`src/logic/elevator_pkg.sv`:
```
/*
 * Shared types for the elevator floor-request controller.
 * Every RTL block imports this package for floor numbers, the car
 * status, the dispatch payload and the state encodings.
 */

`default_nettype none

package elevator_pkg;

    ////////////////////
    // Floor numbering

    // Four bits cover up to 16 floors
    localparam int FLOOR_W = 4;

    // Floor index, 0 is the lowest floor
    typedef logic [FLOOR_W-1:0] floor_t;

    ////////////////////
    // Car and dispatch payloads

    // Status reported by the car motion FSM
    typedef struct packed {
        floor_t floor;
        logic   stopped;   // Car stands at a floor
    } car_status_t;

    // Target offered to the car
    typedef struct packed {
        floor_t target;
        logic   up;        // Target lies above the car
    } dispatch_t;

    ////////////////////
    // State encodings

    typedef enum logic [1:0] {
        MODE_OFF,
        MODE_EMERGENCY,
        MODE_NORMAL
    } mode_t;

    typedef enum logic [1:0] {
        DISP_IDLE,
        DISP_OFFER,
        DISP_TRAVEL
    } disp_state_t;

endpackage

`default_nettype wire

```
`src/logic/service_mode.sv`:
```
/*
 * Operating mode register and door permission gating.
 * The mode follows power and emergency one cycle late and steers
 * the request latch, the stack and the dispatcher.
 */

`timescale 1ns/1ps
`default_nettype none

module service_mode
    import elevator_pkg::*;
(
    input  wire   clock,
    input  wire   reset_n,
    input  wire   power_on,
    input  wire   emergency,
    input  wire   door_open_button,
    input  wire   door_close_button,
    input  wire   car_stopped,
    output mode_t mode,
    output logic  door_open_allowed,
    output logic  door_close_allowed
);

    mode_t mode_next;

    ////////////////////
    // Mode selection

    // Power-off wins over emergency
    always_comb begin
        if (!power_on) begin
            mode_next = MODE_OFF;
        end else if (emergency) begin
            mode_next = MODE_EMERGENCY;
        end else begin
            mode_next = MODE_NORMAL;
        end
    end

    always_ff @(posedge clock or negedge reset_n) begin
        if (!reset_n) begin
            mode <= MODE_OFF;
        end else begin
            mode <= mode_next;
        end
    end

    ////////////////////
    // Door gating

    // Doors only while the car stands and power is up
    always_comb begin
        door_open_allowed  = door_open_button && car_stopped && (mode != MODE_OFF);
        door_close_allowed = door_close_button && car_stopped && (mode != MODE_OFF);
    end

endmodule

`default_nettype wire

```
`src/logic/request_latch.sv`:
```
/*
 * Hall call and car panel request capture.
 * Keeps both light masks and a mask of floors waiting to be pushed,
 * feeds the request stack one floor per cycle and clears served floors.
 */

`timescale 1ns/1ps
`default_nettype none

module request_latch
    import elevator_pkg::*;
#(
    parameter int NUM_FLOORS = 11
) (
    input  wire                    clock,
    input  wire                    reset_n,
    input  mode_t                  mode,
    input  wire   [NUM_FLOORS-1:0] call_buttons,
    input  wire   [NUM_FLOORS-1:0] panel_buttons,
    input  car_status_t            car_status,
    input  wire                    served_valid,
    input  floor_t                 served_floor,
    output logic                   push_valid,
    output floor_t                 push_floor,
    input  wire                    push_ready,
    output logic  [NUM_FLOORS-1:0] call_lights,
    output logic  [NUM_FLOORS-1:0] panel_lights
);

    logic [NUM_FLOORS-1:0] queued;
    logic [NUM_FLOORS-1:0] here_mask;
    logic [NUM_FLOORS-1:0] served_mask;
    logic [NUM_FLOORS-1:0] pushed_mask;
    logic [NUM_FLOORS-1:0] call_accept;
    logic [NUM_FLOORS-1:0] panel_accept;
    logic [NUM_FLOORS-1:0] new_requests;
    logic                  normal;

    assign normal = (mode == MODE_NORMAL);

    ////////////////////
    // Press acceptance

    always_comb begin
        for (int i = 0; i < NUM_FLOORS; i++) begin
            here_mask[i]   = car_status.stopped && (car_status.floor == floor_t'(i));
            served_mask[i] = served_valid && (served_floor == floor_t'(i));
            pushed_mask[i] = push_valid && push_ready && (push_floor == floor_t'(i));
        end
    end

    // No new request for the floor the car stands at
    assign call_accept  = call_buttons & ~call_lights & ~here_mask & {NUM_FLOORS{normal}};
    assign panel_accept = panel_buttons & ~panel_lights & ~here_mask & {NUM_FLOORS{normal}};

    // Only floors not already pending get queued
    assign new_requests = (call_accept | panel_accept) & ~(call_lights | panel_lights);

    always_ff @(posedge clock or negedge reset_n) begin
        if (!reset_n) begin
            call_lights  <= '0;
            panel_lights <= '0;
            queued       <= '0;
        end else if (!normal) begin
            call_lights  <= '0;
            panel_lights <= '0;
            queued       <= '0;
        end else begin
            call_lights  <= (call_lights | call_accept) & ~served_mask;
            panel_lights <= (panel_lights | panel_accept) & ~served_mask;
            queued       <= (queued | new_requests) & ~pushed_mask;
        end
    end

    ////////////////////
    // Push side

    // Lowest queued floor goes first
    always_comb begin
        push_floor = '0;
        for (int i = NUM_FLOORS - 1; i >= 0; i--) begin
            if (queued[i]) begin
                push_floor = floor_t'(i);
            end
        end
    end

    assign push_valid = |queued;

    // The dispatcher only serves floors that are still lit
    assert property (@(posedge clock) disable iff (!reset_n)
        served_valid |-> (call_lights[served_floor] || panel_lights[served_floor]))
        else $error("served floor %0d has no light on", served_floor);

endmodule

`default_nettype wire

```
`src/logic/request_stack.sv`:
```
/*
 * Last-in-first-out store of requested floors.
 * Pushes come from the request latch, pops go to the dispatcher.
 * A simultaneous push and pop replaces the top entry.
 */

`timescale 1ns/1ps
`default_nettype none

module request_stack
    import elevator_pkg::*;
#(
    parameter int NUM_FLOORS = 11
) (
    input  wire    clock,
    input  wire    reset_n,
    input  mode_t  mode,
    input  wire    push_valid,
    input  floor_t push_floor,
    output logic   push_ready,
    output logic   top_valid,
    output floor_t top_floor,
    input  wire    top_ready
);

    localparam int PTR_W = $clog2(NUM_FLOORS + 1);

    floor_t           mem [NUM_FLOORS];
    logic [PTR_W-1:0] sp;
    logic [PTR_W-1:0] top_idx;
    logic             full;
    logic             do_push;
    logic             do_pop;

    assign full       = (sp == PTR_W'(NUM_FLOORS));
    assign push_ready = !full;
    assign top_valid  = (sp != '0);

    // Guard the index when the stack is empty
    assign top_idx   = top_valid ? (sp - 1'b1) : '0;
    assign top_floor = mem[top_idx];

    assign do_push = (mode == MODE_NORMAL) && push_valid && push_ready;
    assign do_pop  = (mode == MODE_NORMAL) && top_valid && top_ready;

    ////////////////////
    // Stack pointer

    always_ff @(posedge clock or negedge reset_n) begin
        if (!reset_n) begin
            sp <= '0;
        end else if (mode != MODE_NORMAL) begin
            sp <= '0;
        end else if (do_push && !do_pop) begin
            sp <= sp + 1'b1;
        end else if (do_pop && !do_push) begin
            sp <= sp - 1'b1;
        end
    end

    ////////////////////
    // Storage

    // Push with pop overwrites the old top in place
    always_ff @(posedge clock) begin
        if (do_push && do_pop) begin
            mem[top_idx] <= push_floor;
        end else if (do_push) begin
            mem[sp] <= push_floor;
        end
    end

    // A full stack only keeps its size or shrinks by the pop
    assert property (@(posedge clock) disable iff (!reset_n)
        (full && mode == MODE_NORMAL)
            |=> (sp == PTR_W'(NUM_FLOORS) - PTR_W'($past(top_ready))))
        else $error("push accepted into a full request stack");

endmodule

`default_nettype wire

```
`src/logic/car_dispatcher.sv`:
```
/*
 * Dispatch FSM between the request stack and the car.
 * Pops a target, offers it with a direction over a valid/ready
 * handshake, follows the trip and reports the served floor.
 */

`timescale 1ns/1ps
`default_nettype none

module car_dispatcher
    import elevator_pkg::*;
(
    input  wire         clock,
    input  wire         reset_n,
    input  mode_t       mode,
    input  wire         top_valid,
    input  floor_t      top_floor,
    output logic        top_ready,
    input  car_status_t car_status,
    output logic        dispatch_valid,
    output dispatch_t   dispatch,
    input  wire         dispatch_ready,
    output logic        served_valid,
    output floor_t      served_floor
);

    disp_state_t state;
    dispatch_t   offer;
    logic        normal;
    logic        pop_here;
    logic        arrived;

    assign normal = (mode == MODE_NORMAL);

    // Popped floor is where the car already stands
    assign pop_here = top_valid && car_status.stopped && (top_floor == car_status.floor);
    assign arrived  = car_status.stopped && (car_status.floor == offer.target);

    ////////////////////
    // Handshake outputs

    assign top_ready      = normal && (state == DISP_IDLE);
    assign dispatch_valid = normal && (state == DISP_OFFER);
    assign dispatch       = offer;

    always_comb begin
        served_valid = 1'b0;
        served_floor = top_floor;
        if (normal && state == DISP_IDLE && pop_here) begin
            served_valid = 1'b1;
        end else if (normal && state == DISP_TRAVEL && arrived) begin
            served_valid = 1'b1;
            served_floor = offer.target;
        end
    end

    ////////////////////
    // State machine

    always_ff @(posedge clock or negedge reset_n) begin
        if (!reset_n) begin
            state <= DISP_IDLE;
        end else if (!normal) begin
            state <= DISP_IDLE;
        end else begin
            case (state)
                DISP_IDLE: begin
                    if (top_valid && !pop_here) begin
                        state <= DISP_OFFER;
                    end
                end
                DISP_OFFER: begin
                    if (dispatch_ready) begin
                        state <= DISP_TRAVEL;
                    end
                end
                DISP_TRAVEL: begin
                    if (arrived) begin
                        state <= DISP_IDLE;
                    end
                end
                default: state <= DISP_IDLE;
            endcase
        end
    end

    // Target and direction are frozen at the pop
    always_ff @(posedge clock) begin
        if (top_ready && top_valid && !pop_here) begin
            offer.target <= top_floor;
            offer.up     <= (top_floor > car_status.floor);
        end
    end

    // The offer may be withdrawn by a mode change but never altered
    assert property (@(posedge clock) disable iff (!reset_n)
        (dispatch_valid && !dispatch_ready) |=> (!dispatch_valid || $stable(dispatch)))
        else $error("dispatch changed while waiting for the car");

endmodule

`default_nettype wire

```
`src/logic/floor_controller.sv`:
```
/*
 * Elevator floor-request controller, top level.
 * Connects the mode register, request latch, request stack and
 * dispatcher. The car motion FSM sits outside on the dispatch port.
 */

`timescale 1ns/1ps
`default_nettype none

module floor_controller
    import elevator_pkg::*;
#(
    parameter int NUM_FLOORS = 11
) (
    input  wire                    clock,
    input  wire                    reset_n,
    input  wire   [NUM_FLOORS-1:0] call_buttons,
    input  wire   [NUM_FLOORS-1:0] panel_buttons,
    input  wire                    door_open_button,
    input  wire                    door_close_button,
    input  wire                    emergency,
    input  wire                    power_on,
    input  car_status_t            car_status,
    input  wire                    dispatch_ready,
    output logic                   dispatch_valid,
    output dispatch_t              dispatch,
    output logic  [NUM_FLOORS-1:0] call_lights,
    output logic  [NUM_FLOORS-1:0] panel_lights,
    output logic                   door_open_allowed,
    output logic                   door_close_allowed
);

    mode_t  mode;
    logic   push_valid;
    logic   push_ready;
    floor_t push_floor;
    logic   top_valid;
    logic   top_ready;
    floor_t top_floor;
    logic   served_valid;
    floor_t served_floor;

    service_mode u_service_mode (
        .clock              (clock),
        .reset_n            (reset_n),
        .power_on           (power_on),
        .emergency          (emergency),
        .door_open_button   (door_open_button),
        .door_close_button  (door_close_button),
        .car_stopped        (car_status.stopped),
        .mode               (mode),
        .door_open_allowed  (door_open_allowed),
        .door_close_allowed (door_close_allowed)
    );

    request_latch #(.NUM_FLOORS(NUM_FLOORS)) u_request_latch (
        .clock         (clock),
        .reset_n       (reset_n),
        .mode          (mode),
        .call_buttons  (call_buttons),
        .panel_buttons (panel_buttons),
        .car_status    (car_status),
        .served_valid  (served_valid),
        .served_floor  (served_floor),
        .push_valid    (push_valid),
        .push_floor    (push_floor),
        .push_ready    (push_ready),
        .call_lights   (call_lights),
        .panel_lights  (panel_lights)
    );

    request_stack #(.NUM_FLOORS(NUM_FLOORS)) u_request_stack (
        .clock      (clock),
        .reset_n    (reset_n),
        .mode       (mode),
        .push_valid (push_valid),
        .push_floor (push_floor),
        .push_ready (push_ready),
        .top_valid  (top_valid),
        .top_floor  (top_floor),
        .top_ready  (top_ready)
    );

    car_dispatcher u_car_dispatcher (
        .clock          (clock),
        .reset_n        (reset_n),
        .mode           (mode),
        .top_valid      (top_valid),
        .top_floor      (top_floor),
        .top_ready      (top_ready),
        .car_status     (car_status),
        .dispatch_valid (dispatch_valid),
        .dispatch       (dispatch),
        .dispatch_ready (dispatch_ready),
        .served_valid   (served_valid),
        .served_floor   (served_floor)
    );

endmodule

`default_nettype wire

```
`config.mk`:
```
export PLATFORM = sky130hd
export DESIGN_NAME = floor_controller
export DESIGN_NICKNAME = d
export VERILOG_FILES = /design/src/logic/elevator_pkg.sv /design/src/logic/service_mode.sv /design/src/logic/request_latch.sv /design/src/logic/request_stack.sv /design/src/logic/car_dispatcher.sv /design/src/logic/floor_controller.sv
export SDC_FILE = /design/constraint.sdc
export NUM_CORES = 1
export LEC_CHECK = 0
export BUFFER_PORTS_ARGS = -buffer_cell sky130_fd_sc_hd__buf_2
export CAP_MARGIN = 25
export CORE_MARGIN = 5
export CORE_UTILIZATION = 52
export CTS_CLUSTER_SIZE = 14
export DETAILED_ROUTE_END_ITERATION = 8
export GPL_TIMING_DRIVEN = 0
export HOLD_SLACK_MARGIN = 0.05
export MAX_ROUTING_LAYER = met4
export PLACE_DENSITY = 0.76
export SYNTH_ARGS = -nofsm -noshare
export SYNTH_HDL_FRONTEND = slang
export SYNTH_HIERARCHICAL = 1
export SYNTH_SLANG_ARGS = --single-unit
```
`constraint.sdc`:
```
create_clock -name clock -period 3.8 [get_ports clock]
set_input_delay 0.38 -clock clock [delete_from_list [all_inputs] [get_ports clock]]
set_output_delay 0.38 -clock clock [all_outputs]
set_load 0.005 [all_outputs]
```
==> results.yml, run 1 <==
status:
  status: "complete, no violations"
final_layout:
  area_growth_syn_to_layout_pct: 21.1
  fin_nets: 581
  fillers: 652
  fin_util_pct: 65.1
  drive_above_1_share_pct: 29.7
  diodes: 0
  design_area_mm2: 0.00574
die:
  core_mm2: 0.00881
  num_rows: 34
  start_util_pct: 53.8
  die_y_um: 105
  die_area_mm2: 0.0111
  die_w_um: 105
  ios: 64
critical_path:
  critPathArrivalTime_ns: 3.94
  critical_path.max_fanout: 6
  critical_path_class: "flop to flop"
  cp_data_required_time_ns: 4.07
  crit_path_end_kind: "flop"
  start_kind: "flop"
global_routing:
  overflow: 0
  grt_pass1_wl_mm: 19.9
  grt_max_degree: 42
  grt_pass1_vias: 3954
  track_usage_pct: 23.1
  antenna_found_initial: 0
yosys:
  synth_fa_ha_area_share_pct: 1.85
  syn_area_per_cell_um2: 10.7
  synthMuxAreaShare_pct: 4.52
  synthXorXnorAreaFrac_pct: 1.29
  ys_seq_area_share_pct: 52.7
  synth_top_family_by_area: "compound AO/OA/AOI/OAI gates"
  synthCells: 444
  ys_ff_latch: 90
  ys.flop_type: "edfxtp_1"
  ys_types: 74
  synth-async-reset-ratio_pct: 45.6
  synth-simple-area-share_pct: 18.1
  synth_warnings: 6
  synth-compound-area-share_pct: 18.2
  netlist_area_mm2: 0.00474
  synth_nets: 485
  synth_edf_count: 49
timing:
  clock_skew_ns: 0.0168
  fmax_ghz: 0.272
  finalCritPeriodShare_pct: 96.8
  whs_ns: 0.160
  post-route-min-period_ns: 3.68
  finalSetupViolCount: 0
  slew_viol_final: 0
  tightest_slew_ns: 0.669
  slew_headroom_pct: 55.3
  finalHoldViolCount: 0
hold_path:
  min_path_type: "input port to flop"
place:
  gp_congestion: 0.919
  io_buffers: 63
  hpwl_mm: 8.85
  dpl_cell_area_mm2: 0.00519
power:
  p_per_area_mw_per_mm2: 396
  total_power_mw: 2.27
  ir_drop_mv: 0.194
  cellLeakagePower_nw: 2.37
clocking:
  clk_pin_slew_ns: 0.10
  clk_latency_ns: 0.37
  cts_max_level: 3
  cts-root-buf: "clkbuf_8"
  cts_tree: "built"
  cts_made_buffers: 9
  cts_sinks: 90
  cts_buffer_depth: 2
route:
  drc: 0
  postRouteAntennaNets: 0
  drtPass1Iterations: 5
  first_iter_violations: 330
  routed_wl_mm: 12.3
  avgRoutedWirePerCell_um: 18.9
  avgViaCountPerCell: 6.12
  vias: 3996
flow_run:
  cap_viol_max_count: 0
## worst paths after layout
path,start,to,slack [ns],depth (start not counted)
worst max-delay path,u_request_stack/sp[0],u_request_latch/panel_lights[3],0.12,18
worst max register to register,u_request_stack/sp[0],u_request_latch/panel_lights[3],0.12,18
worst min-delay path,emergency,u_service_mode/mode[1],0.16,2
max in group asynchronous,reset_n,u_request_latch/panel_lights[2],3.05,3
worst min register to register,u_request_latch/panel_lights[1],u_request_latch/panel_lights[1],0.53,2
min in group asynchronous,reset_n,u_request_stack/sp[3],0.33,2
## cells in the final DEF, fill, tap and decap left out, types with 5 or more instances in the layout
| cell type | netlist | layout |
|---|---|---|
| edfxtp_1 | 49 | 49 |
| o21ai_2 | 2 | 7 |
| buf_6 | 2 | 6 |
| o211ai_1 | 7 | 7 |
| nor2b_1 | 10 | 8 |
| buf_4 | 1 | 18 |
| mux2_2 | 7 | 8 |
| o22a_1 | 5 | 5 |
| ha_1 | 7 | 5 |
| nand3_1 | 6 | 6 |
| mux2i_1 | 9 | 9 |
| xnor2_1 | 5 | 5 |
| buf_2 | 5 | 68 |
| clkbuf_8 | 0 | 9 |
| nor3_1 | 18 | 17 |
| inv_1 | 19 | 18 |
| a311oi_1 | 7 | 7 |
| dfrtp_1 | 41 | 41 |
| o21ai_1 | 2 | 8 |
| nand2b_1 | 8 | 7 |
| o21ai_0 | 20 | 8 |
| a21oi_1 | 39 | 39 |
| nor2_1 | 66 | 64 |
| nand2_1 | 23 | 22 |
## stage by stage
stage	TNS (ns)	setup WS, ns	std cells
finish	0	0.121	653
global route	-0.392	-0.0672	653
CTS	0	0.00233	638
detailed placement	-17.14	-0.815	616
global placement	-11.56	-0.621	615
floorplan	0	0.126	444
## critical path: stages, from the launching register on
cell and delay [ns]:
dfrtp_1 0.40, buf_8 0.14, clkinv_8 0.06, ha_2 0.18, buf_6 0.13, nor2b_4 0.12
a21o_1 0.22, buf_6 0.14, mux2_2 0.24, o21ai_1 0.07, o211ai_1 0.35, inv_1 0.09
ha_1 0.29, and4_4 0.22, nand2_2 0.08, o32ai_4 0.15, or3b_4 0.48, o21ai_2 0.17
nor2_1 0.06
## area by class of cell
type	count	area, um^2	area share [%]
inverter	21	98.8	1.72
clock inverter	5	36.3	0.632
multi-input combinational	320	2220	38.6
sequential	90	2500	43.5
clock buffer	11	153	2.66
timing repair buffer	85	494	8.62
buffer	13	105	1.83
tap	108	135	2.36
## cells in the mapped netlist (all sizes together), types with 7 or more instances
library cell	instances	share of area, %
nand2	23	1.8
mux2i	9	1.9
a311oi	8	1.6
dfrtp	41	22
a21oi	39	4.1
o21ai	24	2.7
buf	8	1.2
o211ai	8	1.4
inv	21	1.8
nor2b	11	1.5
mux2	11	2.6
edfxtp	49	31
ha	7	1.8
nor3	20	2.5
nor2	66	5.2
nand2b	9	1.3
## layer usage
metal	part of all wire [%]	wire length (um)	vias up	track usage, %
met5	0	0	-	-
met4	1.6	195	0	6.65
met3	7.9	967	22	6.85
met2	50	6120	182	36.3
met1	41	5030	1945	29.1
li1	-	-	1847	-
## logic make-up after synthesis
kind of cell	count (synthesis)
buffers and inverters	34
AND/OR/NAND/NOR	164
AO/OA/AOI/OAI	122
multiplexers	20
XOR/XNOR	7
adder cells (fa/ha/maj)	7
flip-flops	90
## flip-flops by register name, summed over array words and instances (netlist names)
signal                        count
u_request_stack/mem              44
u_request_latch/call_lights      11
u_request_latch/panel_lights     11
u_request_latch/queued           11
u_car_dispatcher/dispatch         5
u_request_stack/sp                4
u_car_dispatcher/state            2
u_service_mode/mode               2
## timing repair
item                       4_1_cts  5_1_grt
hold buffers                     0        1
setup endpoints to repair       28       22
pin swaps                        4       10
gates cloned                     0        1
hold endpoints to repair         0       41
gates resized for setup         27       35
setup buffers                    6       12
## power breakdown
group	switching [mW]	leakage, nW	total [mW]	internal, mW
sequential	0.0286	1.01	1.11	1.08
combinational	0.309	1.26	0.538	0.229
clock	0.343	0.0988	0.624	0.280
total	0.681	2.37	2.27	1.59
No activity file was read; power rests on OpenSTA's default activity.
==> inputs of run 2 (changes only) <==
--- a/config.mk
+++ b/config.mk
@@ -14,7 +14,7 @@
 export GPL_TIMING_DRIVEN = 0
 export HOLD_SLACK_MARGIN = 0.05
 export MAX_ROUTING_LAYER = met4
-export PLACE_DENSITY = 0.76
+export PLACE_DENSITY = 0.79
 export SYNTH_ARGS = -nofsm -noshare
 export SYNTH_HDL_FRONTEND = slang
 export SYNTH_HIERARCHICAL = 1
==> run 2 against run 1 <==
Compared with the run above:
- count of clock-buffer cells in the layout rose by 1
- first-iteration DRC count is 11% higher
- combinational power is 3% lower
- critical path type unchanged
- critical endpoint is now u_request_latch/call_lights[2]
- largest power group unchanged
==> results.yml, run 2 (synthesized netlist as in run 1, its figures left out) <==
status:
  status: "complete, no violations"
global_routing:
  overflow: 0
  track_usage_pct: 22.4
  grt_pass1_wl_mm: 19.3
  antenna_found_initial: 0
  grt_max_degree: 42
  grt_pass1_vias: 3846
route:
  drc: 0
  postRouteAntennaNets: 0
  avgViaCountPerCell: 6.14
  first_iter_violations: 365
  drtPass1Iterations: 7
  routed_wl_mm: 11.9
  avgRoutedWirePerCell_um: 18.4
  vias: 3969
timing:
  whs_ns: 0.174
  post-route-min-period_ns: 3.74
  finalHoldViolCount: 0
  worst_slack_ns: 0.0637
  finalSetupViolCount: 0
  slew_headroom_pct: 49.2
  finalCritPeriodShare_pct: 98.3
  clock_skew_ns: 0.0155
  tightest_slew_ns: 0.760
  slew_viol_final: 0
  fmax_ghz: 0.268
  tns_ns: 0
final_layout:
  final_cell_mix: "buf_2 (67), nor2_1 (63), edfxtp_1 (49)"
  fillers: 666
  final_common_cell: "buf_2"
  fin_util_pct: 65.0
  design_area_mm2: 0.00573
  diodes: 0
  drive_above_1_share_pct: 29.7
  fin_nets: 574
  top_register: "u_request_stack/mem"
  largest_reg_flops: 44
  area_growth_syn_to_layout_pct: 20.8
place:
  hpwl_mm: 8.64
  io_buffers: 63
  pre_cts_slack_ns: -0.887
  gp_congestion: 0.932
  dpl_cell_area_mm2: 0.00519
critical_path:
  crit_path_end_kind: "flop"
  start_kind: "flop"
  cp_data_required_time_ns: 4.05
  critPathArrivalTime_ns: 3.99
  critical_path_class: "flop to flop"
  critical_path.max_fanout: 11
clocking:
  cts_buffer_depth: 2
  cts_made_buffers: 9
  cts_tree: "built"
  cts_sinks: 90
  clk_latency_ns: 0.36
  clk_pin_slew_ns: 0.10
  cts_max_level: 3
  cts-root-buf: "clkbuf_8"
power:
  ir_drop_mv: 0.207
  p_per_area_mw_per_mm2: 400
  cellLeakagePower_nw: 2.36
die:
  ios: 64
  start_util_pct: 53.8
  core_mm2: 0.00881
  die_w_um: 105
  die_y_um: 105
  num_rows: 34
  die_area_mm2: 0.0111
flow_run:
  cap_viol_max_count: 0
hold_path:
  min_path_type: "input port to flop"
[run 2: routing by layer]
layer / track usage (%) / up-vias / routed length (um)
met3: 5.20 / 23 / 1170
met2: 34.6 / 214 / 5780
met1: 29.1 / 1899 / 4750
met5: - / - / 0
met4: 7.97 / 0 / 207
li1: - / 1833 / -
[run 2: where the power goes]
part           leakage [nW]  switching, mW  total [mW]  internal (mW)
Combinational          1.25          0.307       0.523          0.216
Clock                 0.109          0.339       0.656          0.317
Sequential             1.01         0.0280        1.11           1.08
Total                  2.36          0.674        2.29           1.61
[run 2: timing repair]
item / CTS / global route
setup endpoints to repair: 28 / 22
buffers inserted: 5 / 7
cloned: 0 / 0
pin swaps: 4 / 15
hold endpoints to repair: 0 / 41
hold buffers: 0 / 1
gates resized for setup: 32 / 36
[run 2: area by class of cell]
class | count | area, um^2 | share of cell area [%]
Buffer | 13 | 114 | 1.99
Clock inverter | 4 | 30.0 | 0.524
Multi-Input combinational cell | 320 | 2240 | 39.1
Clock buffer | 12 | 176 | 3.08
Tap cell | 108 | 135 | 2.36
Sequential cell | 90 | 2500 | 43.6
Inverter | 21 | 93.8 | 1.64
Timing Repair Buffer | 78 | 440 | 7.69
[run 2: worst paths after layout]
kind | endpoint | slack (ns) | startpoint | cells after the start
setup / recovery | u_request_latch/call_lights[2] | 0.06 | u_request_stack/sp[0] | 17
hold reg to reg | u_request_latch/panel_lights[10] | 0.53 | u_request_latch/panel_lights[10] | 2
hold / removal | u_service_mode/mode[1] | 0.17 | emergency | 2
min in group asynchronous | u_request_latch/call_lights[8] | 0.34 | reset_n | 2
setup reg to reg | u_request_latch/call_lights[2] | 0.06 | u_request_stack/sp[0] | 17
max in group asynchronous | u_request_stack/sp[3] | 3.04 | reset_n | 3
[run 2: stage by stage]
step                total power, mW  std cells
floorplan                      1.42        444
global placement               1.54        615
detailed placement             1.56        616
CTS                            2.25        637
global route                   2.41        646
finish                         2.29        646
[run 2: critical path, stage by stage (launching register included)]
cell and delay (ns):
dfrtp_1 0.42, buf_8 0.15, inv_8 0.08, ha_2 0.17
buf_6 0.12, nor2b_4 0.14, a21o_1 0.20, buf_4 0.14
mux2_2 0.35, o21ai_2 0.13, o211ai_1 0.17, ha_1 0.35
and4_1 0.22, nand2_2 0.08, o32ai_4 0.14, or3b_4 0.49
o21ai_4 0.22, nor2_2 0.06
